File: src/cpu_macros.svh
`ifndef CPU_MACROS_SVH
`define CPU_MACROS_SVH

// ****************************************
// core dimensions
// ****************************************

`define XLEN_W      32
`define REG_COUNT   32
`define IMEM_DEPTH  1024

// word address into data memory
`define DADDR_W     20

// ****************************************
// special registers
// ****************************************

// return address of jal
`define LINK_REG    28

// stack pointer and its start value
`define STACK_REG   27
`define STACK_INIT  32'd32768

`endif

File: src/cpu_pkg.sv
`include "cpu_macros.svh"

package cpu_pkg;

    typedef logic [`XLEN_W-1:0]             word_t;
    typedef logic [$clog2(`IMEM_DEPTH)-1:0] pc_t;
    typedef logic [$clog2(`REG_COUNT)-1:0]  reg_idx_t;
    typedef logic [`DADDR_W-1:0]            daddr_t;

    // ****************************************
    // instruction encodings
    // ****************************************

    // major opcode, bits 31:26
    typedef enum logic [5:0] {
        op_special = 6'b000000,
        op_bl      = 6'b000001,
        op_j       = 6'b000010,
        op_beq     = 6'b000100,
        op_bne     = 6'b000101,
        op_bg      = 6'b000110,
        op_addi    = 6'b001000,
        op_bge     = 6'b001001,
        op_ble     = 6'b001011,
        op_jal     = 6'b011000,
        op_lw      = 6'b100011,
        op_sw      = 6'b101011
    } opcode_t;

    // funct field of special, bits 5:0
    // ret is the all-zero word
    typedef enum logic [5:0] {
        fn_ret  = 6'b000000,
        fn_jr   = 6'b001000,
        fn_mov  = 6'b001001,
        fn_mult = 6'b011001,
        fn_div  = 6'b011010,
        fn_add  = 6'b100000,
        fn_sub  = 6'b100010
    } funct_t;

    // operation carried from decode to execute
    typedef enum logic [2:0] {
        alu_add,
        alu_sub,
        alu_mul,
        alu_div,
        alu_pass,
        alu_link
    } alu_op_t;

endpackage

File: src/fetch_unit.sv
`timescale 1ns/10ps

module fetch_unit (
    input  logic                clk,
    input  logic                rstn,
    input  cpu_pkg::word_t      fetch_word,
    output cpu_pkg::pc_t        fetch_pc,
    input  logic                stall,
    input  logic                flush,
    input  cpu_pkg::pc_t        redirect_pc,
    input  logic                halt_req,
    input  cpu_pkg::word_t      jr_data,
    input  logic                jr_busy,
    output cpu_pkg::reg_idx_t   jr_idx,
    output logic                fd_valid,
    output cpu_pkg::word_t      fd_instr,
    output cpu_pkg::pc_t        fd_pc,
    output logic                halted
);

    cpu_pkg::pc_t    pc;
    cpu_pkg::pc_t    next_pc;
    cpu_pkg::opcode_t op;
    logic            is_jr;
    logic            jr_wait;

    assign op       = cpu_pkg::opcode_t'(fetch_word[31:26]);
    assign jr_idx   = fetch_word[25:21];
    assign fetch_pc = pc;

    assign is_jr = (op == cpu_pkg::op_special) &&
                   (cpu_pkg::funct_t'(fetch_word[5:0]) == cpu_pkg::fn_jr);

    // the instruction still in decode has not marked its destination yet,
    // so jr also waits for it to issue
    assign jr_wait = is_jr && (jr_busy || fd_valid);

    // ****************************************
    // next pc, branches predicted taken
    // ****************************************
    always_comb begin
        next_pc = pc + 1'b1;
        case (op)
            cpu_pkg::op_special: begin
                if (is_jr) begin
                    next_pc = cpu_pkg::pc_t'(jr_data);
                end
            end
            cpu_pkg::op_j, cpu_pkg::op_jal: begin
                next_pc = cpu_pkg::pc_t'(fetch_word);
            end
            // low offset bits are enough, the pc wraps
            cpu_pkg::op_beq, cpu_pkg::op_bne, cpu_pkg::op_bl,
            cpu_pkg::op_ble, cpu_pkg::op_bg, cpu_pkg::op_bge: begin
                next_pc = pc + cpu_pkg::pc_t'(fetch_word);
            end
            default: begin
                next_pc = pc + 1'b1;
            end
        endcase
    end

    always_ff @(posedge clk) begin
        if (!rstn) begin
            pc       <= '0;
            fd_valid <= 1'b0;
            halted   <= 1'b0;
        end else if (!halted) begin
            if (halt_req) begin
                halted   <= 1'b1;
                fd_valid <= 1'b0;
            end else if (flush) begin
                pc       <= redirect_pc;
                fd_valid <= 1'b0;
            end else if (!stall) begin
                if (jr_wait) begin
                    // bubble until the jr register is written
                    fd_valid <= 1'b0;
                end else begin
                    fd_valid <= 1'b1;
                    fd_instr <= fetch_word;
                    fd_pc    <= pc;
                    pc       <= next_pc;
                end
            end
        end
    end

endmodule

File: config.mk
export PLATFORM = sky130hd
export DESIGN_NAME = fetch_unit
export DESIGN_NICKNAME = d
export VERILOG_FILES = /design/src/cpu_pkg.sv /design/src/fetch_unit.sv
export VERILOG_INCLUDE_DIRS = /design/src
export SDC_FILE = /design/constraint.sdc
export NUM_CORES = 1
export LEC_CHECK = 0
export BUFFER_PORTS_ARGS = -buffer_cell sky130_fd_sc_hd__buf_2
export CAP_MARGIN = 20
export CORE_MARGIN = 5
export CORE_UTILIZATION = 41
export DETAILED_ROUTE_END_ITERATION = 10
export PLACE_DENSITY_LB_ADDON = 0.08
export REMOVE_ABC_BUFFERS = 1
export SYNTH_ARGS = -nofsm -noshare
export SYNTH_HDL_FRONTEND = slang
export SYNTH_SLANG_ARGS = --single-unit
File: constraint.sdc
create_clock -name clk -period 3.05 [get_ports clk]
set_input_delay 0.305 -clock clk [delete_from_list [all_inputs] [get_ports clk]]
set_output_delay 0.305 -clock clk [all_outputs]
set_load 0.02 [all_outputs]
Yosys cells after proc, flatten, opt, wreduce, memory -nomap -nowiden
Cells that the tools add are included.

Register bits after elaboration: 54. Input bits: 80. Output and inout port bits: 59. Logic and storage cells: 44.

Add/sub/neg operators: 2. Equality and inequality tests: 12. Multiplexer cells: 11. Bitwise operators: 5. Reductions and logical operators: 9.

Operator list (number): two-way mux 10 bit (4); one-hot mux 10 bit (3 select lines) (1); equality test 6 x 3 -> 1 bit (second input constant) (3); equality test 6 x 4 -> 1 bit (second input constant) (3); adder 10 x 1 -> 10 bit (second input constant) (1); adder 10 bit (1); equality test 6 x 1 -> 1 bit (second input constant) (1); equality test 6 x 2 -> 1 bit (second input constant) (1); equality test 6 x 5 -> 1 bit (second input constant) (1); logical NOT 6 bit (1); two-way mux 1 bit (6); AND reduction 6 bit (1); OR reduction 6 bit (1); inverter 1 bit (5); AND reduction 4 bit (1); != test 3 x 1 -> 1 bit (second input constant) (1); logical AND 1 bit (2); != test 2 x 1 -> 1 bit (second input constant) (1); != test 2 bit (second input constant) (1); AND reduction 2 bit (1); OR reduction 2 bit (1); logical OR 1 bit (1).

Longest topological paths before layout
Depth after elaboration: 7. Gate-level depth with buffers: 10. Depth with buffers taken out: 10.

Worst setup path after synthesis
No wires, ideal clock.

Path type: input to register. Start point: input port fetch_word[3]. End point: register fd_instr[0], enable pin. Arrival time: 2865 ps. Required time: 2609 ps. Path slack: -257 ps. Cell stages on the path: 6. Buffers on the path: 0. Path through: nor4b_2 -> nand2_1 -> nor2_4 -> a21oi_2 -> nand3_1 -> nor2_1.

Longest elaborated chain between the ends: 5.

RTL lines: start, declared (RTL line fetch_unit.sv:6) `input cpu_pkg::word_t fetch_word,`; equality test 6 x 4 -> 1 bit (RTL line fetch_unit.sv:32) `(cpu_pkg::funct_t'(fetch_word[5:0]) == cpu_pkg::fn_jr);`; logical AND 1 bit (RTL line fetch_unit.sv:31) `assign is_jr = (op == cpu_pkg::op_special) &&`; logical AND 1 bit (RTL line fetch_unit.sv:36) `assign jr_wait = is_jr && (jr_busy || fd_valid);`; inverter 1 bit (no line); AND reduction 6 bit (no line); end signal, assigned (RTL line fetch_unit.sv:81) `fd_instr <= fetch_word;`; end, declared (RTL line fetch_unit.sv:16) `output cpu_pkg::word_t fd_instr,`.

No other way between the ends. A chain may end at the register's enable or synchronous reset.

Worst setup path in the final report
Start point: register pc[0] (netlist: fetch_pc[0]). End point: register pc[8] (netlist: fetch_pc[8]).

Longest elaborated chain between the ends: 6. Elaborated cells between the ends (all ways): 7.

RTL lines: start, declared (RTL line fetch_unit.sv:21) `cpu_pkg::pc_t pc;`; start signal, assigned (RTL line fetch_unit.sv:73) `pc <= redirect_pc;`; start signal, assigned (RTL line fetch_unit.sv:83) `pc <= next_pc;`; adder 10 x 1 -> 10 bit (RTL line fetch_unit.sv:42, fetch_unit.sv:58); two-way mux 10 bit (RTL line fetch_unit.sv:45) `if (is_jr) begin`; one-hot mux 10 bit (3 select lines) * (RTL line fetch_unit.sv:43) `case (op)`; two-way mux 10 bit * (RTL line fetch_unit.sv:76) `if (jr_wait) begin`; two-way mux 10 bit * (RTL line fetch_unit.sv:75) `end else if (!stall) begin`; two-way mux 10 bit * (RTL line fetch_unit.sv:72) `end else if (flush) begin`.

Every way passes the cells marked *; elsewhere a longest branch is shown, timed or not. The select of a mux whose other input is x is not followed.

==> reports/qor_table.md <==
| Metric | Value |
|---|---|
| Number of antenna violations at the first check in global routing | 0 |
| Average size of a mapped cell | 11.7 sq um |
| Total power density per cell area | 446 nW/um^2 |
| Cell family contributing the most delay on the critical path | compound AO/OA/AOI/OAI gates |
| Total CTS buffers | 5 |
| Max H-tree Level | 2 |
| Tightest Pin Transition | 0.655 ns |
| Type of the most critical hold path | in -> reg |
| Core Region | 6420 sq um |
| Buffers inserted by post-CTS timing repair | 0 |
| Kind of launch point of the worst setup path | register |
| Starting Density | 42.4% |
| Slew margin rel. | 56.3% |
| Number of nets in the layout | 443 |
| Aggregate routed wire length | 7.28 mm |
| Half-perimeter wire length of the detailed placement result | 5.53 mm |
| FP Rows | 29 |
| CP required | 3.28 ns |
| Category of the most critical setup path | reg -> reg |
| Number of global-route vias before repair | 2,251 |
| CP Data Arrival Time | 2.58 ns |
| First-pass GRT wire length | 11.6 mm |
| Most used flip-flop cell after synthesis | sky130_fd_sc_hd__edfxtp_1 |
| Ports placed on the boundary | 139 |
| Floorplan die area | 8380 sq um |
| Period minus WS final | 2.35 ns |
| Violation count after the first detailed-route iteration | 106 |
| Count of vias placed by the detailed router | 2,322 |
| Buffers on Ports | 116 |
| Count of endpoints failing hold in the final timing report | 0 |
| Clk_lat worst skew | 0.31 ns |
| CTS tree | yes |
| Cell Area, Synth | 2730 sq um |
| Most common cell after layout, fill and taps aside | sky130_fd_sc_hd__buf_2 |
| Most frequent cells in the layout | sky130_fd_sc_hd__buf_2 (116), sky130_fd_sc_hd__edfxtp_1 (42), sky130_fd_sc_hd__a21oi_1 (18) |
| Horizontal die dimension | 91.5 microns |
| Total count of max-transition violations in the final report | 0 |
| Post-synth EDFFs | 42 |
| Post-CTS Hold Buffers | 0 |
| Highest clock frequency the design can meet | 425 MHz |
| RSZ-0062 raised after global routing | no |
| Global-route usage over all layers | 17.2% |
| Layout area overhead | 28.6% |
| N_diodes | 0 |
| Count of unresolved DRC violations after routing | 0 |
| Worst-path clk slew | 0.10 ns |
| Clock Tree Root | sky130_fd_sc_hd__clkbuf_8 |
| Clk buf depth | 2 |
| Maximum number of pins on one net before global-route repair | 23 |
| Cells resized by post-CTS repair | 0 |
| Sequential area share after synthesis | 55.1% |
| Post-synthesis cell count | 232 |
| Max Cap Violations | 0 |
| VDD IR max | 0.000194 V |
| Placer congestion estimate | 0.883 |
| Final worst-path cycle share | 77.1% |
| Worst-path cell chain | ha_1 -> inv_1 -> fa_1 -> nor2b_4 -> o31a_1 -> or4_1 -> a31oi_1 -> xnor2_1 -> a21oi_2 -> o31ai_1 |
| Layout Cells excl Fill | 430 |
| Cell type of the slowest stage on the worst timing path | sky130_fd_sc_hd__or4_1 |
| Final Core Density | 54.6% |
| Logic depth of the worst register-to-register path | 10 |
| Number of optimization iterations in the first detailed-route pass | 5 |
| Worst Clk Skew | 0.00549 ns |
| Placed cells | 422 |
| Ys async rst share | 0% |
| Grt total ovfl | 0 |
| Number of stages on the worst setup path | 10 |
| Peak fanout along the critical path | 3 |
| Y dimension of the die | 91.5 microns |
| Synthesized flop and latch total | 54 |
| Largest stage delay, worst path | 0.42 ns |
| Routed Antenna Nets | 0 |
| Clk sinks | 54 |
| Total leakage power | 1.45 nW |
| Setup violators final | 0 |
| Number of distinct standard cells referenced by the synthesized netlist | 48 |
| Result of the run | finished, final reports clean |
| Routed via count divided by cell count | 5.40 |
| Number of warnings reported in the yosys synthesis log | 0 |
| Mean routed wirelength per cell | 16.9 microns |
| Share of cells above drive strength 1 | 39.9% |
| Buf/Inv on CP | 1 |
| Min-Delay Path Depth | 1 |
| CP Capture Type | register |
==> per-layer routing <==
metal | vias to the layer above | wire [microns] | global-route usage (%)
met5 | - | 0 | 0
li1 | 1131 | - | -
met1 | 1080 | 3240 | 23.1
met2 | 104 | 3390 | 28.7
met4 | 0 | 68 | 3.39
met3 | 7 | 586 | 3.88
==> power by group <==
group | leakage [nW] | internal (mW) | total (mW) | switching, mW
clock network | 0.0514 | 0.245 | 0.480 | 0.235
logic | 0.912 | 0.105 | 0.255 | 0.150
registers | 0.484 | 0.811 | 0.826 | 0.0157
==> stage by stage <==
| step | power, mW | hold slack (ns) | setup slack [ns] | area, sq um | TNS [ns] |
|---|---|---|---|---|---|
| floorplan | 0.981 | 0.404 | -0.253 | 2670 | -10.61 |
| global placement | 1.09 | 0.482 | 0.609 | 3390 | 0 |
| detailed placement | 1.10 | 0.483 | 0.592 | 3390 | 0 |
| CTS | 1.58 | 0.161 | 0.711 | 3500 | 0 |
| global route | 1.63 | 0.160 | 0.508 | 3500 | 0 |
| finish | 1.56 | 0.169 | 0.697 | 3500 | 0 |
==> synthesized netlist by cell type (3+ instances only) <==
| cell type | instances | share of area, % |
|---|---|---|
| sky130_fd_sc_hd__edfxtp_1 | 42 | 46 |
| sky130_fd_sc_hd__a21oi_1 | 18 | 3.3 |
| sky130_fd_sc_hd__o21ai_0 | 17 | 3.1 |
| sky130_fd_sc_hd__nand2_1 | 14 | 1.9 |
| sky130_fd_sc_hd__nand3_1 | 14 | 2.6 |
| sky130_fd_sc_hd__dfxtp_1 | 12 | 8.8 |
| sky130_fd_sc_hd__nor2_1 | 12 | 1.7 |
| sky130_fd_sc_hd__ha_1 | 10 | 4.6 |
| sky130_fd_sc_hd__xnor2_1 | 9 | 2.9 |
| sky130_fd_sc_hd__a221oi_1 | 7 | 2.2 |
| sky130_fd_sc_hd__xor2_1 | 7 | 2.2 |
| sky130_fd_sc_hd__inv_1 | 6 | 0.83 |
| sky130_fd_sc_hd__o31ai_1 | 6 | 1.7 |
| sky130_fd_sc_hd__buf_4 | 5 | 1.4 |
| sky130_fd_sc_hd__o211ai_1 | 5 | 1.4 |
| sky130_fd_sc_hd__clkbuf_1 | 3 | 0.41 |
| sky130_fd_sc_hd__nor2b_1 | 3 | 0.69 |
| sky130_fd_sc_hd__o2111ai_1 | 3 | 0.96 |
| sky130_fd_sc_hd__o21a_1 | 3 | 0.83 |
==> cell type report <==
type,instances,area (sq um)
Multi-Input combinational cell,163,1150
Fill cell,619,2920
Inverter,6,22.5
Clock inverter,2,37.5
Tap cell,77,96.3
Sequential cell,54,1500
Timing Repair Buffer,122,626
Clock buffer,6,72.6
==> worst paths after layout <==
path	slack, ns	to	startpoint
worst max register to register	0.70	fetch_pc[8]	fetch_pc[0]
worst max-delay path	0.70	fetch_pc[8]	fetch_pc[0]
worst min-delay path	0.17	fd_instr[20]	fetch_word[20]
worst min register to register	0.51	fd_valid	fd_valid
==> state kept, by name, indices dropped and copies added (netlist names) <==
register,count
fd_pc,10
fetch_pc,10
fd_instr,32
halted,1
fd_valid,1
==> cells by family (layout without fill, tap and decap cells) <==
kind of cell,after synthesis,count (layout),share of synthesized area (%)
mux,2,2,0.735
buf+inv,15,136,3.03
fa+ha+maj,11,11,5.33
compound gates,72,72,17.9
flops,54,54,55.1
simple gates,62,62,12.8
xor+xnor,16,16,5.14
Power figures use the tool's default switching activity.
