`src/cpu_macros.svh`:
```
`ifndef CPU_MACROS_SVH
`define CPU_MACROS_SVH

// ****************************************
// core dimensions
// ****************************************

`define XLEN_W      32
`define REG_COUNT   32
`define IMEM_DEPTH  1024

// word address into data memory
`define DADDR_W     20

// ****************************************
// special registers
// ****************************************

// return address of jal
`define LINK_REG    28

// stack pointer and its start value
`define STACK_REG   27
`define STACK_INIT  32'd32768

`endif

```
`src/cpu_pkg.sv`:
```
`include "cpu_macros.svh"

package cpu_pkg;

    typedef logic [`XLEN_W-1:0]             word_t;
    typedef logic [$clog2(`IMEM_DEPTH)-1:0] pc_t;
    typedef logic [$clog2(`REG_COUNT)-1:0]  reg_idx_t;
    typedef logic [`DADDR_W-1:0]            daddr_t;

    // ****************************************
    // instruction encodings
    // ****************************************

    // major opcode, bits 31:26
    typedef enum logic [5:0] {
        op_special = 6'b000000,
        op_bl      = 6'b000001,
        op_j       = 6'b000010,
        op_beq     = 6'b000100,
        op_bne     = 6'b000101,
        op_bg      = 6'b000110,
        op_addi    = 6'b001000,
        op_bge     = 6'b001001,
        op_ble     = 6'b001011,
        op_jal     = 6'b011000,
        op_lw      = 6'b100011,
        op_sw      = 6'b101011
    } opcode_t;

    // funct field of special, bits 5:0
    // ret is the all-zero word
    typedef enum logic [5:0] {
        fn_ret  = 6'b000000,
        fn_jr   = 6'b001000,
        fn_mov  = 6'b001001,
        fn_mult = 6'b011001,
        fn_div  = 6'b011010,
        fn_add  = 6'b100000,
        fn_sub  = 6'b100010
    } funct_t;

    // operation carried from decode to execute
    typedef enum logic [2:0] {
        alu_add,
        alu_sub,
        alu_mul,
        alu_div,
        alu_pass,
        alu_link
    } alu_op_t;

endpackage

```
`src/execute_unit.sv`:
```
`timescale 1ns/10ps

module execute_unit (
    input  logic                clk,
    input  logic                rstn,
    input  logic                de_valid,
    input  cpu_pkg::opcode_t    de_op,
    input  cpu_pkg::alu_op_t    de_alu_op,
    input  cpu_pkg::word_t      de_a,
    input  cpu_pkg::word_t      de_b,
    input  cpu_pkg::word_t      de_imm,
    input  cpu_pkg::reg_idx_t   de_dest,
    input  logic                de_writes,
    input  cpu_pkg::pc_t        de_pc,
    input  cpu_pkg::word_t      read_data,
    output cpu_pkg::daddr_t     memory_addr,
    output logic                we,
    output cpu_pkg::word_t      write_data,
    output logic                flush,
    output cpu_pkg::pc_t        redirect_pc,
    output logic                halt_req,
    output logic                wb_en,
    output cpu_pkg::reg_idx_t   wb_idx,
    output cpu_pkg::word_t      wb_data
);

    localparam int DADDR_BITS = $bits(cpu_pkg::daddr_t);

    cpu_pkg::word_t  op_b;
    cpu_pkg::word_t  alu_result;
    cpu_pkg::word_t  addr_sum;
    logic            is_branch;
    logic            taken;
    logic            is_ret;

    // ****************************************
    // ALU
    // ****************************************

    // register operand for special, immediate otherwise
    assign op_b = (de_op == cpu_pkg::op_special) ? de_b : de_imm;

    always_comb begin
        case (de_alu_op)
            cpu_pkg::alu_add:  alu_result = de_a + op_b;
            cpu_pkg::alu_sub:  alu_result = de_a - op_b;
            cpu_pkg::alu_mul:  alu_result = de_a * op_b;
            // unsigned quotient, all ones on a zero divisor
            cpu_pkg::alu_div:  alu_result = (op_b == '0) ? '1 : de_a / op_b;
            cpu_pkg::alu_pass: alu_result = de_a;
            // return address is the word after jal
            cpu_pkg::alu_link: alu_result = cpu_pkg::word_t'(de_pc) + 32'd1;
            default:           alu_result = de_a;
        endcase
    end

    // ****************************************
    // branch resolution
    // ****************************************
    always_comb begin
        is_branch = 1'b1;
        case (de_op)
            cpu_pkg::op_beq: taken = (de_a == de_b);
            cpu_pkg::op_bne: taken = (de_a != de_b);
            cpu_pkg::op_bl:  taken = ($signed(de_a) <  $signed(de_b));
            cpu_pkg::op_ble: taken = ($signed(de_a) <= $signed(de_b));
            cpu_pkg::op_bg:  taken = ($signed(de_a) >  $signed(de_b));
            cpu_pkg::op_bge: taken = ($signed(de_a) >= $signed(de_b));
            default: begin
                is_branch = 1'b0;
                taken     = 1'b1;
            end
        endcase
    end

    // funct of special travels in the low immediate bits
    assign is_ret = de_valid && (de_op == cpu_pkg::op_special) &&
                    (cpu_pkg::funct_t'(de_imm[5:0]) == cpu_pkg::fn_ret);

    // fetch guessed taken, so only a not-taken branch redirects.
    // ret squashes the younger instructions as well
    assign flush       = (de_valid && is_branch && !taken) || is_ret;
    assign redirect_pc = de_pc + 1'b1;
    assign halt_req    = is_ret;

    // ****************************************
    // data memory
    // ****************************************
    assign addr_sum    = de_a + de_imm;
    assign memory_addr = addr_sum[DADDR_BITS+1:2];
    assign we          = de_valid && (de_op == cpu_pkg::op_sw);
    assign write_data  = de_b;

    // ****************************************
    // writeback register
    // ****************************************
    always_ff @(posedge clk) begin
        if (!rstn) begin
            wb_en <= 1'b0;
        end else begin
            wb_en <= de_valid && de_writes;
        end
    end

    always_ff @(posedge clk) begin
        wb_idx  <= de_dest;
        wb_data <= (de_op == cpu_pkg::op_lw) ? read_data : alu_result;
    end

endmodule

```
`config.mk`:
```
export PLATFORM = sky130hd
export DESIGN_NAME = execute_unit
export DESIGN_NICKNAME = d
export VERILOG_FILES = /design/src/cpu_pkg.sv /design/src/execute_unit.sv
export VERILOG_INCLUDE_DIRS = /design/src
export SDC_FILE = /design/constraint.sdc
export NUM_CORES = 2
export LEC_CHECK = 0
export BUFFER_PORTS_ARGS = -buffer_cell sky130_fd_sc_hd__buf_4
export CAP_MARGIN = 25
export CORE_AREA = 10 10 406 250
export CTS_BUF_LIST = sky130_fd_sc_hd__clkbuf_16
export DETAILED_ROUTE_END_ITERATION = 10
export DIE_AREA = 0 0 416 260
export PLACE_DENSITY = 0.74
export SLEW_MARGIN = 20
export SYNTH_ARGS = -nofsm -noshare
export SYNTH_HDL_FRONTEND = slang
export SYNTH_SLANG_ARGS = --single-unit
```
`constraint.sdc`:
```
create_clock -name clk -period 115.6 [get_ports clk]
set_clock_uncertainty 0.2 [all_clocks]
set_input_delay 11.56 -clock clk [delete_from_list [all_inputs] [get_ports clk]]
set_output_delay 11.56 -clock clk [all_outputs]
set_load 0.005 [all_outputs]
```
==> Yosys cells after proc, flatten, opt, wreduce, memory -nomap -nowiden <==
Index checks and enable logic that the tools add are counted.
{ "word_totals": {"register_bits": 38, "input_bits": 156, "elab_cells": 47} }
{ "classes": {"addsub": 5, "mul": 1, "div": 1, "magnitude_cmp": 4, "eq_ne": 14, "mux": 6, "n_reduce_logical": 13} }
{ "op_table": {"columns": ["op", "count"], "rows": [
  ["$pmux 32 s5", 1],
  ["$mux 32", 3],
  ["$add 32x32->32", 1],
  ["$div 32x32->32", 1],
  ["$eq 32x32->1", 1],
  ["$ge 32x32->1", 1],
  ["$gt 32x32->1", 1],
  ["$le 32x32->1", 1],
  ["$logic_not 32->1", 1],
  ["$lt 32x32->1", 1],
  ["$mul 32x32->32", 1],
  ["$ne 32x32->1", 1],
  ["$sub 32x32->32", 1],
  ["$add 22x22->22", 1],
  ["$eq 6x3->1 const B", 3],
  ["$eq 6x4->1 const B", 2],
  ["$eq 6x6->1 const B", 2],
  ["$logic_not 6->1", 2],
  ["$add 10x1->11 const B", 1],
  ["$add 10x1->10 const B", 1],
  ["$eq 3x2->1 const B", 2],
  ["$eq 6x1->1 const B", 1],
  ["$logic_and 1x1->1", 6],
  ["$pmux 1 s6", 1],
  ["other kinds (7)", 7]
]} }

==> Logic depth before layout (Yosys ltp) <==
{ "logic_depth": {"word_depth": 6, "ltp_mapped": 368, "mapped_depth_nobuf": 337} }

==> Worst setup path before layout <==
No wires, ideal clock.
{ "synth_timing": {"path_type": "input -> register", "start": "in de_op[3]", "end": "reg wb_data[0]", "t_arrival_ns": 84.391, "slack_ns": 30.895, "cell_stages": 341, "cell_sequence": "buf_6 nor4_4 nand2_1 buf_2 clkbuf_1 clkbuf_1 a21oi_1 clkbuf_1 ha_1 o21ai_0 nor2b_1 a21oi_1 nand4_1 mux2i_1 ha_1 or4_1 o2111ai_1 nor2b_1 (+305 left out) clkbuf_1 o21ai_0 ha_1 a21o_1 a21o_1 a21o_1 a21o_1 a21o_1 a21o_1 a21o_1 a21o_1 a21oi_1 nor2b_1 o21ai_0 a21oi_1 o31ai_1 a211oi_1 o21a_1"} }
{ "synth_via": {"elab_chain_cells": 6, "word_cells_on_any_way": 11, "classes_between": "add/sub: 2; mul: 1; div: 1; eq/ne: 1; mux: 4; reduce/logical: 2"} }
{ "synth_rtl": {"columns": ["element", "line_no", "source"], "rows": [
  ["start: declaration", "execute_unit.sv:7", "input cpu_pkg::opcode_t de_op,"],
  ["$logic_not 6->1", "execute_unit.sv:41", "assign op_b = (de_op == cpu_pkg::op_special) ? de_b : de_imm;"],
  ["$mux 32", "execute_unit.sv:41", null],
  ["$div 32x32->32 or $logic_not 32->1 (tied branches)", "execute_unit.sv:49", "cpu_pkg::alu_div: alu_result = (op_b == '0) ? '1 : de_a / op_b;"],
  ["$mux 32", "execute_unit.sv:49", null],
  ["$pmux 32 s5", "execute_unit.sv:44", "case (de_alu_op)"],
  ["$mux 32 *", "execute_unit.sv:107", "wb_data <= (de_op == cpu_pkg::op_lw) ? read_data : alu_result;"],
  ["end signal: assignment", "execute_unit.sv:107", null],
  ["end: declaration", "execute_unit.sv:24", "output cpu_pkg::word_t wb_data"]
]} }
Mark *: on every way between the ends. The rest lies on a longest branch, timed or not.
A chain may end at the register's enable or synchronous reset.

==> Final worst setup path <==
Same ends and word-level chain as after synthesis.

==> results.txt <==
The run finished with clean final reports. The number of max-capacitance violations reported is 0. After global routing the overflow that remains totals 0. Counting every net in the synthesized netlist gives 8301.

The post-CTS setup buffer count came out at 0. The final net count is 8384. The flip-flop and latch area is 761 um^2. The compound-cell area share of the yosys netlist came out at 23.4%. The worst setup path is captured at a flop. The share of the yosys chip area belonging to registers is 1.51%.

The routed length per placed instance is 29.3 um. On the critical path, the stage with the largest delay is an instance of sky130_fd_sc_hd__a311oi_4. The count of pins over their slew limit came to 0.

The global-route wire length before repair came out at 350000 um. The core outline area is 93600 um^2. The number of top-level pins came out at 259.

After detailed placement, the total cell area comes to 53700 um^2. The element type at the critical path start is an input pin. The peak supply drop came out at 0.0902 mV. The measured slew at the worst slew-check pin came out at 1.26 ns. The shortest clock period the worst path allows after layout is 99.93 ns.

The number of routed nets with antenna violations is 0. The proportion of layout cells with a drive suffix above 1 came out at 8.57%. The area of the multi-input gates is 46000 um^2. Counting stages on the worst path, the most repeated cell is sky130_fd_sc_hd__ha_1. Entering global routing, the biggest net connects 68 pins. The CTS tree is done. The congestion estimate from routability-driven global placement came to 1.15. In this run the number of H-tree levels came out at 2. The starting utilization of the core area came out at 53.9%. The required time at the worst-slack endpoint came out at 115.64 ns. The max-slew headroom at the worst pin is 14.9%.

The synthesis warning total came out at 0. The design area came out at 54000 um^2. The portion of the clock cycle consumed by the worst path in the final layout came out at 86.4%. The areal power density over the cells is 29.9 nW/um^2.

The final number of hold-violating endpoints came out at 0. The xor/xnor cell area share of the yosys netlist is 8.71%. The number of antenna violations at the first check in global routing is 16. The clock input transition at the sequential cells of the worst setup and hold paths is 0.08 ns. At the worst endpoint, the arrival time is 99.97 ns. The number of endpoints failing setup at the final stage came out at 0. The final core utilization came out at 57.7%.

The buffer and inverter count on the worst path is 23. In this design, the largest share of critical-path delay is due to compound AO/OA/AOI/OAI gates. The most used flip-flop cell after synthesis is sky130_fd_sc_hd__dfxtp_1.

The timing endpoint of the critical path is wb_data[0]$_DFF_P_. The path class of the tightest hold or removal check is input pin to flop. The area growth from synthesis to final layout came out at 7.00%. The overall power consumption came out at 1.62 mW. The initialized floorplan defines 87 standard-cell rows. Using the TritonRoute via totals, the vias-per-cell ratio works out to 6.83. The total stage count of the critical path came out at 306. The first TritonRoute pass finished after 10 iterations. The number of port buffers came out at 258. The worst setup path is of the input pin to flop kind.

The number of standard cells after synthesis is 7009. The count of filler cells inserted in the layout is 8939. The floorplan step defined a die boundary enclosing 108000 um^2.

The launching element of the worst setup path is de_op[3]. The number of synthesized flops with an enable pin came out at 0. The TritonCTS sink count came out at 38.

The hold buffer count at cts is 0. For this block, the initial DRC count from the detailed router was 9186. For this design the static power due to leakage is 26.1 nW. The overall track demand over capacity in global routing is 42.9%.

The delay of the slowest cell on the worst path came out at 0.87 ns. Setup repair after global routing left no endpoint under its margin. The synthesized area divided by synthesized cell count is 7.21 um^2. The wire-length estimate of the detail-placed layout is 191000 um. The post-cts gate resize count is 0. The final setup TNS came out at 0 ns. The number of flip-flops and latches in the synthesized netlist came out at 38.

The number of vias in the routed layout came out at 57100. For this block, the routed nets add up to 245000 um of wire. In this run the clock root is driven by a sky130_fd_sc_hd__clkbuf_16. The post-synthesis async set-or-reset flop share is 0%. The maximum buffer depth of the clock tree came out at 2. Clock tree synthesis inserted a total of 5 buffers.

The area of the mapped netlist is 50500 um^2. The remaining routing DRC violations is 0. After synthesis, the netlist uses 107 different library cells. Timing would allow up to 10.0 MHz. The fraction of the mapped netlist area in adder cells came out at 34.2%.

The dominant combinational cell family by area after synthesis is adder cells. The die is 416 um wide. The number of global-route vias before repair is 52700. The die is 260 um tall.

In the synthesized netlist, mux cells make up 2.33% of the area. The highest fanout seen on the critical path is 35. The synthesized-area fraction occupied by and/or/nand/nor cells is 22.0%.
flip-flops by register name, summed over array words and instances (netlist names):
signal   cells
wb_idx       5
wb_data     32
wb_en        1
worst min path at each step:
stage,start,endpoint,cells after the start
after floorplan,de_dest[0],wb_idx[0]$_DFF_P_,0
after global placement,de_dest[1],wb_idx[1]$_DFF_P_,1
after detailed placement,de_dest[3],wb_idx[3]$_DFF_P_,1
after CTS,de_dest[3],wb_idx[3]$_DFF_P_,1
after global routing,de_dest[2],wb_idx[2]$_DFF_P_,1
final,de_dest[3],wb_idx[3]$_DFF_P_,1
Yosys cell counts, types with 102 or more instances:
master                     instances  area [um^2]
sky130_fd_sc_hd__nand2_1         902         3390
sky130_fd_sc_hd__ha_1            727         9100
sky130_fd_sc_hd__inv_1           693         2600
sky130_fd_sc_hd__nor2_1          636         2390
sky130_fd_sc_hd__a21oi_1         467         2340
sky130_fd_sc_hd__fa_1            409         8190
sky130_fd_sc_hd__xnor2_1         339         2970
sky130_fd_sc_hd__o21ai_0         328         1640
sky130_fd_sc_hd__clkbuf_1        235          882
sky130_fd_sc_hd__a21o_1          202         1520
sky130_fd_sc_hd__nor3_1          179          896
sky130_fd_sc_hd__xor2_1          163         1430
sky130_fd_sc_hd__nand3_1         152          761
sky130_fd_sc_hd__o21a_1          130          976
sky130_fd_sc_hd__nor2b_1         102          638
final cells by class:
class                   count  area share (%)
well taps                1246            2.89
clock inverters             3           0.127
flip-flops and latches     38            1.41
clock buffers               5           0.232
repair buffers            385            5.36
inverters                 697            4.84
multi-input cells        5965            85.1
diodes                     19          0.0880
power by group:
part           total (mW)  switching [mW]  leakage, nW  internal, mW
registers          0.0205         0.00133        0.320        0.0192
clock network      0.0205         0.00805       0.0941        0.0125
logic                1.57           0.938         25.7         0.637
logic make-up after synthesis:
| group | count (synthesis) |
|---|---|
| mux | 108 |
| simple gates | 2431 |
| fa+ha+maj | 1136 |
| compound gates | 1788 |
| xor+xnor | 502 |
| buf+inv | 1006 |
| flops | 38 |
per-layer routing:
layer  global-route usage (%)  wire length, um  up-vias
li1                         -                -    24600
met1                     55.7            93200    26600
met2                     55.3            87800     4857
met3                     23.6            46100      967
met4                     22.5            16900       26
met5                     3.21              621        -
per-stage QoR:
stage	cells	hold WS [ns]	worst slack, ns
after floorplan	7009	11.39	30.89
after global placement	8324	11.47	21.53
after detailed placement	8326	11.47	19.19
after CTS	8334	11.12	19.23
after global routing	8342	11.13	10.62
final	8358	11.13	15.67
placed cells by master (no fill, tap or decap), types with 102 or more instances in the layout:
master,count
sky130_fd_sc_hd__fa_1,409
sky130_fd_sc_hd__inv_1,690
sky130_fd_sc_hd__nor2b_1,102
sky130_fd_sc_hd__o21ai_0,322
sky130_fd_sc_hd__a21oi_1,463
sky130_fd_sc_hd__buf_4,379
sky130_fd_sc_hd__nor3_1,178
sky130_fd_sc_hd__nand3_1,152
sky130_fd_sc_hd__nor2_1,634
sky130_fd_sc_hd__nand2_1,901
sky130_fd_sc_hd__ha_1,727
sky130_fd_sc_hd__xor2_1,163
sky130_fd_sc_hd__o21a_1,130
sky130_fd_sc_hd__xnor2_1,339
sky130_fd_sc_hd__a21o_1,202
Note: power is estimated with default switching activity, not from simulation.
