### src/cpu_macros.svh
`ifndef CPU_MACROS_SVH
`define CPU_MACROS_SVH

// ****************************************
// core dimensions
// ****************************************

`define XLEN_W      32
`define REG_COUNT   32
`define IMEM_DEPTH  1024

// word address into data memory
`define DADDR_W     20

// ****************************************
// special registers
// ****************************************

// return address of jal
`define LINK_REG    28

// stack pointer and its start value
`define STACK_REG   27
`define STACK_INIT  32'd32768

`endif

### src/cpu_pkg.sv
`include "cpu_macros.svh"

package cpu_pkg;

    typedef logic [`XLEN_W-1:0]             word_t;
    typedef logic [$clog2(`IMEM_DEPTH)-1:0] pc_t;
    typedef logic [$clog2(`REG_COUNT)-1:0]  reg_idx_t;
    typedef logic [`DADDR_W-1:0]            daddr_t;

    // ****************************************
    // instruction encodings
    // ****************************************

    // major opcode, bits 31:26
    typedef enum logic [5:0] {
        op_special = 6'b000000,
        op_bl      = 6'b000001,
        op_j       = 6'b000010,
        op_beq     = 6'b000100,
        op_bne     = 6'b000101,
        op_bg      = 6'b000110,
        op_addi    = 6'b001000,
        op_bge     = 6'b001001,
        op_ble     = 6'b001011,
        op_jal     = 6'b011000,
        op_lw      = 6'b100011,
        op_sw      = 6'b101011
    } opcode_t;

    // funct field of special, bits 5:0
    // ret is the all-zero word
    typedef enum logic [5:0] {
        fn_ret  = 6'b000000,
        fn_jr   = 6'b001000,
        fn_mov  = 6'b001001,
        fn_mult = 6'b011001,
        fn_div  = 6'b011010,
        fn_add  = 6'b100000,
        fn_sub  = 6'b100010
    } funct_t;

    // operation carried from decode to execute
    typedef enum logic [2:0] {
        alu_add,
        alu_sub,
        alu_mul,
        alu_div,
        alu_pass,
        alu_link
    } alu_op_t;

endpackage

### src/decode_unit.sv
`timescale 1ns/10ps
`include "cpu_macros.svh"

module decode_unit (
    input  logic                clk,
    input  logic                rstn,
    input  logic                fd_valid,
    input  cpu_pkg::word_t      fd_instr,
    input  cpu_pkg::pc_t        fd_pc,
    output cpu_pkg::reg_idx_t   ra_idx,
    output cpu_pkg::reg_idx_t   rb_idx,
    input  cpu_pkg::word_t      ra_data,
    input  cpu_pkg::word_t      rb_data,
    input  logic                ra_busy,
    input  logic                rb_busy,
    output logic                stall,
    input  logic                flush,
    output logic                set_busy,
    output cpu_pkg::reg_idx_t   set_idx,
    output logic                de_valid,
    output cpu_pkg::opcode_t    de_op,
    output cpu_pkg::alu_op_t    de_alu_op,
    output cpu_pkg::word_t      de_a,
    output cpu_pkg::word_t      de_b,
    output cpu_pkg::word_t      de_imm,
    output cpu_pkg::reg_idx_t   de_dest,
    output logic                de_writes,
    output cpu_pkg::pc_t        de_pc
);

    cpu_pkg::opcode_t   op;
    cpu_pkg::funct_t    funct;
    cpu_pkg::reg_idx_t  rd;
    cpu_pkg::reg_idx_t  dest;
    cpu_pkg::alu_op_t   alu_op;
    cpu_pkg::word_t     imm;
    logic               reads_a;
    logic               reads_b;
    logic               writes;
    logic               waw;
    logic               issue;

    // ****************************************
    // field extraction
    // ****************************************
    assign op     = cpu_pkg::opcode_t'(fd_instr[31:26]);
    assign funct  = cpu_pkg::funct_t'(fd_instr[5:0]);
    assign ra_idx = fd_instr[25:21];
    assign rb_idx = fd_instr[20:16];
    assign rd     = fd_instr[15:11];
    assign imm    = {{16{fd_instr[15]}}, fd_instr[15:0]};

    always_comb begin
        reads_a = 1'b0;
        reads_b = 1'b0;
        writes  = 1'b0;
        dest    = rd;
        alu_op  = cpu_pkg::alu_add;
        case (op)
            cpu_pkg::op_special: begin
                case (funct)
                    cpu_pkg::fn_add, cpu_pkg::fn_sub,
                    cpu_pkg::fn_mult, cpu_pkg::fn_div: begin
                        reads_a = 1'b1;
                        reads_b = 1'b1;
                        writes  = 1'b1;
                        if (funct == cpu_pkg::fn_sub) begin
                            alu_op = cpu_pkg::alu_sub;
                        end else if (funct == cpu_pkg::fn_mult) begin
                            alu_op = cpu_pkg::alu_mul;
                        end else if (funct == cpu_pkg::fn_div) begin
                            alu_op = cpu_pkg::alu_div;
                        end
                    end
                    cpu_pkg::fn_mov: begin
                        reads_a = 1'b1;
                        writes  = 1'b1;
                        alu_op  = cpu_pkg::alu_pass;
                    end
                    // jr is done in fetch, ret in execute
                    default: ;
                endcase
            end
            cpu_pkg::op_addi, cpu_pkg::op_lw: begin
                reads_a = 1'b1;
                writes  = 1'b1;
                dest    = rb_idx;
            end
            cpu_pkg::op_sw: begin
                reads_a = 1'b1;
                reads_b = 1'b1;
            end
            cpu_pkg::op_jal: begin
                writes = 1'b1;
                dest   = cpu_pkg::reg_idx_t'(`LINK_REG);
                alu_op = cpu_pkg::alu_link;
            end
            cpu_pkg::op_beq, cpu_pkg::op_bne, cpu_pkg::op_bl,
            cpu_pkg::op_ble, cpu_pkg::op_bg, cpu_pkg::op_bge: begin
                reads_a = 1'b1;
                reads_b = 1'b1;
                alu_op  = cpu_pkg::alu_sub;
            end
            default: ;
        endcase
    end

    // ****************************************
    // hazards and issue
    // ****************************************

    // the writer now in execute clears its busy bit one cycle too late
    // for a second writer of the same register, so hold that one back
    assign waw   = writes && de_valid && de_writes && (de_dest == dest);
    assign stall = fd_valid && ((reads_a && ra_busy) || (reads_b && rb_busy) || waw);
    assign issue = fd_valid && !stall && !flush;

    assign set_busy = issue && writes;
    assign set_idx  = dest;

    always_ff @(posedge clk) begin
        if (!rstn) begin
            de_valid <= 1'b0;
        end else begin
            de_valid <= issue;
        end
    end

    always_ff @(posedge clk) begin
        if (issue) begin
            de_op     <= op;
            de_alu_op <= alu_op;
            de_a      <= ra_data;
            de_b      <= rb_data;
            de_imm    <= imm;
            de_dest   <= dest;
            de_writes <= writes;
            de_pc     <= fd_pc;
        end
    end

endmodule

### config.mk
export PLATFORM = sky130hd
export DESIGN_NAME = decode_unit
export DESIGN_NICKNAME = d
export VERILOG_FILES = /design/src/cpu_pkg.sv /design/src/decode_unit.sv
export VERILOG_INCLUDE_DIRS = /design/src
export SDC_FILE = /design/constraint.sdc
export NUM_CORES = 1
export LEC_CHECK = 0
export BUFFER_PORTS_ARGS = -buffer_cell sky130_fd_sc_hd__buf_2
export CAP_MARGIN = 30
export CORE_MARGIN = 2
export CORE_UTILIZATION = 45
export CTS_CLUSTER_DIAMETER = 200
export DETAILED_ROUTE_END_ITERATION = 8
export GPL_TIMING_DRIVEN = 0
export PLACE_DENSITY = 0.92
export SYNTH_ARGS = -nofsm -noshare
export SYNTH_HDL_FRONTEND = slang
export SYNTH_SLANG_ARGS = --single-unit
### constraint.sdc
create_clock -name clk -period 9.01 [get_ports clk]
set_input_delay 0.4505 -clock clk [delete_from_list [all_inputs] [get_ports clk]]
set_output_delay 0.4505 -clock clk [all_outputs]
set_load 0.02 [all_outputs]
Word-level counts from Yosys, hierarchy flattened
Cells that the tools add are included.

Register bits after elaboration: 106. Input bits: 112. Output and inout bits: 139.

Equality and inequality tests: 16. Mux-type cells: 11. Reduce and logical (&&, ||, !) cells: 21.

Operator list (number): == test 6 x 4 -> 1 bit, second input constant (4); == test 6 bit, second input constant (4); == test 6 x 3 -> 1 bit, second input constant (3); == test 6 x 5 -> 1 bit, second input constant (3); one-hot mux 5 bit (2 select lines) (1); logical AND 1 bit (9); one-hot mux 3 bit (3 select lines) (1); OR reduction 9 bit (1); OR reduction 7 bit (1); == test 6 x 1 -> 1 bit, second input constant (1); logical NOT 6 bit (1); 2-to-1 mux 2 bit (3); one-hot mux 1 bit (2 select lines) (3); one-hot mux 3 bit (2 select lines) (1); OR reduction 6 bit (1); == test 5 bit (1); OR reduction 5 bit (1); OR reduction 4 bit (1); OR reduction 3 bit (1); logical NOT 1 bit (2); logical OR 1 bit (2); 2-to-1 mux 1 bit (2); OR reduction 2 bit (1).

Depth between registers and ports, before layout
Depth in word-level cells: 13. Mapped depth: 8.

Worst setup path after synthesis
Ideal clock, no wire load.

Kind: in2reg. Start: in fd_instr[31]. End: reg de_a[0], enable pin. Library setup time: 0.476 ns. Data arrival time: 4.839 ns. Data required time: 8.534 ns. Path slack: 3.695 ns. Stages on the path: 7. Buffers on the path: 0. Path through: or4b_4 a211oi_4 mux2i_1 xor2_1 nor3b_2 a41oi_2 and2_1.

Elaborated cells on any way between the ends: 31. Those cells by class: eq/ne: 11; mux: 4; reduce/logical: 16.

RTL lines: start: declaration (RTL line decode_unit.sv:8) `input cpu_pkg::word_t fd_instr,`; == test 6 x 4 -> 1 bit or == test 6 bit (tied branches) (RTL line decode_unit.sv:59) `case (op)`; OR reduction 2 bit; one-hot mux 5 bit (2 select lines) (*) (RTL line decode_unit.sv:59); net set_idx[4] (RTL line decode_unit.sv:19) `output cpu_pkg::reg_idx_t set_idx,`; == test 5 bit (*) (RTL line decode_unit.sv:114) `assign waw = writes && de_valid && de_writes && (de_dest == dest);`; logical AND 1 bit (*) (RTL line decode_unit.sv:114); logical OR 1 bit (*) (RTL line decode_unit.sv:115) `assign stall = fd_valid && ((reads_a && ra_busy) || (reads_b && rb_busy) || waw);`; logical AND 1 bit (*) (RTL line decode_unit.sv:115); logical NOT 1 bit (*) (RTL line decode_unit.sv:116) `assign issue = fd_valid && !stall && !flush;`; logical AND 1 bit (*) (2 in series) (RTL line decode_unit.sv:116); net issue (RTL line decode_unit.sv:41) `logic issue;`; end signal: assignment (RTL line decode_unit.sv:133) `de_a <= ra_data;`; end: declaration (RTL line decode_unit.sv:23) `output cpu_pkg::word_t de_a,`.

Mark *: on every way through the listed nets, which the timed path passes. The rest lies on a longest branch. A chain may end at the register's enable or synchronous reset.

Worst setup path after layout
Start: in fd_instr[31]. End: reg de_a[25], enable pin.

Cells in the longest elaborated chain, start to end: 11. Elaborated cells on any way between the ends: 31. Those cells by class: eq/ne: 11; mux: 4; reduce/logical: 16.

Ends and longest elaborated chain (RTL line): branches (longest 6 deep; another with == test 6 x 4 -> 1 bit); logical OR 1 bit (*) (decode_unit.sv:115); logical AND 1 bit (*) (decode_unit.sv:115); logical NOT 1 bit (*) (decode_unit.sv:116); logical AND 1 bit (*) (2 in series) (decode_unit.sv:116); net issue (decode_unit.sv:41).

Mark *: on every way through the listed nets, which the timed path passes.

==> run metrics <==
status completed; placed cells 549; Mean Syn Cell Area 19.4 sq um; setup TNS 0 ns; crit path kind in -> reg; Worst Setup Start Kind primary input; global-route wire length before repair 12,800 um; M3 GR Usage 0.0512; Worst slew margin 0.530; share of power burned in registers 0.560; Min Hold Slack 0.253 ns; Syn-to-layout area delta 41.5%; Reg2Reg Depth 5; # Max-Cap Violations 0; Mapped Nets 310; average vias per placed instance 4.70; Reg-to-Reg Start de_dest[0]$_DFFE_PP_; CP required 9.05 ns; flop2flop setup slack 6.74 ns; largest net degree at the start of global routing 54; routing usage on met1 0.199; share of layout cells above drive strength 1 0.650; Clk pwr share 0.280; PD cells 195 mW/mm^2; EDFF count, synth 105; Hold Path Depth 1; Hold Path End de_b[29]$_DFFE_PP_; Total Routed Length 9610 um; Setup crit end kind flop; via count 2,663; CTS resizes 0; setup-violating endpoint count in the final report 0; Synth cell types 41; Hold Crit Class in -> reg; unrepaired setup endpoints after global routing false; VDD IR-drop max 0.0810 mV; arrival time at the worst endpoint 3.49 ns; slowest CP cell and2_4; CTS sink cnt 106; DRC 0; Synthesis Warnings 0; dominant synthesized flop cell edfxtp_1; Logic pwr share 0.160; Initial DRC Count 130; core area 0.00826 sq mm; CTS tree yes; Die H 96.5 um; Switching Fraction 0.266; all-layer global routing usage 0.192; Post-Synthesis Cells 198; Routed WL per cell 17.0 um; max frequency 289 MHz; H-tree depth 3; Largest stage delay, worst path 0.65 ns; flop and latch count out of synthesis 106; fin cells 566; vias in the first global route 2,544; critical path peak fanout 53; Worst Hold Launch rb_data[29]; busiest grt layer met2; critical path cell sequence buf_2, or4b_4, a211oi_4, mux2i_1, xor2_1, nor3b_2, a41oi_2, and2_4, buf_16; post-route ant nets 0; reg2reg end de_a[25]$_DFFE_PP_; Tmin final 3.45 ns; hpwl dp 7550 um; Switching Power 0.283 mW; initial core utilization 0.466; initial antenna violation count 1; GPL Wtd Cong 0.754; fin. max-slew vios 0; Pint 0.781 mW; Die Width 96.5 um; asr flop ratio synth 0; Clock Path Buffers 2; Leak 2.37 nW; root buffer cell clkbuf_8; hold_buf cts 0; total congestion overflow 0; IO Pins 251; clock buffer count from CTS 9; port bufs 245; clk slew on worst S/H paths 0.11 ns; Syn Std Cell Area 0.00385 sq mm; drt first pass iters 6; crit share post-route 0.383; clk_skew 0.0178 ns; die footprint 0.00931 sq mm; met2 GRT Util 0.355; Clk Latency, worst-skew pair 0.36 ns; worst slew pin tran 0.704 ns; # nets final 567; final hold vios 0; Post CTS Setup Buffer Count 0; Seq/Total Area, Yosys 0.824; Site Rows 33
-- how the worst max path moves through the flow --
stage | from | to | cells past startpoint
global route | fd_instr[31] | de_op[0]$_DFFE_PP_ | 9
finish | fd_instr[31] | de_a[25]$_DFFE_PP_ | 9
floorplan | fd_instr[31] | de_a[0]$_DFFE_PP_ | 7
detailed placement | fd_instr[31] | de_a[2]$_DFFE_PP_ | 9
global placement | fd_instr[31] | de_a[10]$_DFFE_PP_ | 8
CTS | fd_instr[31] | de_imm[0]$_DFFE_PP_ | 9
-- registers in the layout, summed over array words and instances, names as in the netlist --
signal,cells
de_a,32
de_alu_op,3
de_b,32
de_dest,5
de_imm,16
de_op,6
de_pc,10
de_valid,1
de_writes,1
-- power by group through the flow --
stage / registers, mW / logic, mW / clock network, mW
after floorplan: 0.657 / 0.0451 / 0
after global placement: 0.607 / 0.165 / 0
after detailed placement: 0.607 / 0.171 / 0
after CTS: 0.596 / 0.172 / 0.306
after global routing: 0.599 / 0.181 / 0.325
final: 0.595 / 0.170 / 0.298
-- area by class of cell --
cell class                 count  area [sq um]
sequential                   106          3170
fill                         637          2810
timing repair buffer         246          1250
multi-input combinational     62           469
buffer                        27           199
tap                          105           131
clock buffer                   9           124
clock inverter                 7          83.8
inverter                       3          11.3
antenna                        1          2.50
-- worst max-delay path: cells and delay by family --
kind | cells | cell delay (ns)
XOR/XNOR | 1 | 0.21
buffers and inverters | 2 | 0.47
AND/OR/NAND/NOR | 3 | 1.29
multiplexers | 1 | 0.39
AO/OA/AOI/OAI | 2 | 0.64
-- cell usage after synthesis (all sizes together), types with 2 or more instances --
master / instances / area share
nand3: 3 / 0.0039
a21boi: 2 / 0.0039
a211o: 2 / 0.0046
nor2b: 2 / 0.0032
edfxtp: 105 / 0.82
a21oi: 5 / 0.0065
nand2: 8 / 0.0078
mux2: 2 / 0.0068
inv: 3 / 0.0029
nor2: 3 / 0.0029
a211oi: 3 / 0.0091
or3b: 2 / 0.0046
mux2i: 2 / 0.0052
and3: 2 / 0.0032
buf: 26 / 0.051
nor3: 3 / 0.0052
xnor2: 2 / 0.0046
xor2: 3 / 0.0068
-- layout by cell type (no fill, tap or decap), types with 2 or more instances in the layout --
| master | n |
|---|---|
| a21oi_1 | 5 |
| or3b_2 | 2 |
| edfxtp_1 | 105 |
| nand2_1 | 8 |
| clkinv_4 | 2 |
| a211o_1 | 2 |
| a21boi_1 | 2 |
| nor2b_1 | 2 |
| nor3_1 | 2 |
| nand3_1 | 3 |
| buf_4 | 26 |
| inv_1 | 3 |
| clkbuf_8 | 9 |
| xor2_1 | 3 |
| buf_2 | 245 |
| mux2i_1 | 2 |
| and3_1 | 2 |
| inv_8 | 2 |
| nor2_1 | 3 |
| xnor2_1 | 2 |
| a211oi_1 | 2 |
-- per-layer routing --
metal	wire (um)	share of wire
met1	3260	0.34
met4	173	0.018
met5	0	0
met3	777	0.081
met2	5400	0.56
-- logic make-up (layout without fill, tap and decap cells) --
| logic type | Yosys count | in the layout | share of synthesized area |
|---|---|---|---|
| flip-flops | 106 | 106 | 0.824 |
| AND/OR/NAND/NOR | 31 | 31 | 0.0513 |
| buffers and inverters | 30 | 292 | 0.0546 |
| AO/OA/AOI/OAI | 22 | 22 | 0.0465 |
| XOR/XNOR | 5 | 5 | 0.0114 |
| multiplexers | 4 | 4 | 0.0120 |
| other | 0 | 1 | 0 |
-- through the flow --
| step | setup WS (ns) | util | area [sq um] | total power, mW |
|---|---|---|---|---|
| CTS | 5.56 | 0.659 | 5450 | 1.07 |
| global route | 5.44 | 0.660 | 5450 | 1.11 |
| detailed placement | 5.17 | 0.634 | 5240 | 0.779 |
| floorplan | 3.69 | - | 3850 | 0.702 |
| finish | 5.56 | 0.660 | 5450 | 1.06 |
| global placement | 2.85 | 0.631 | 5210 | 0.772 |
Power figures use the tool's default switching activity.
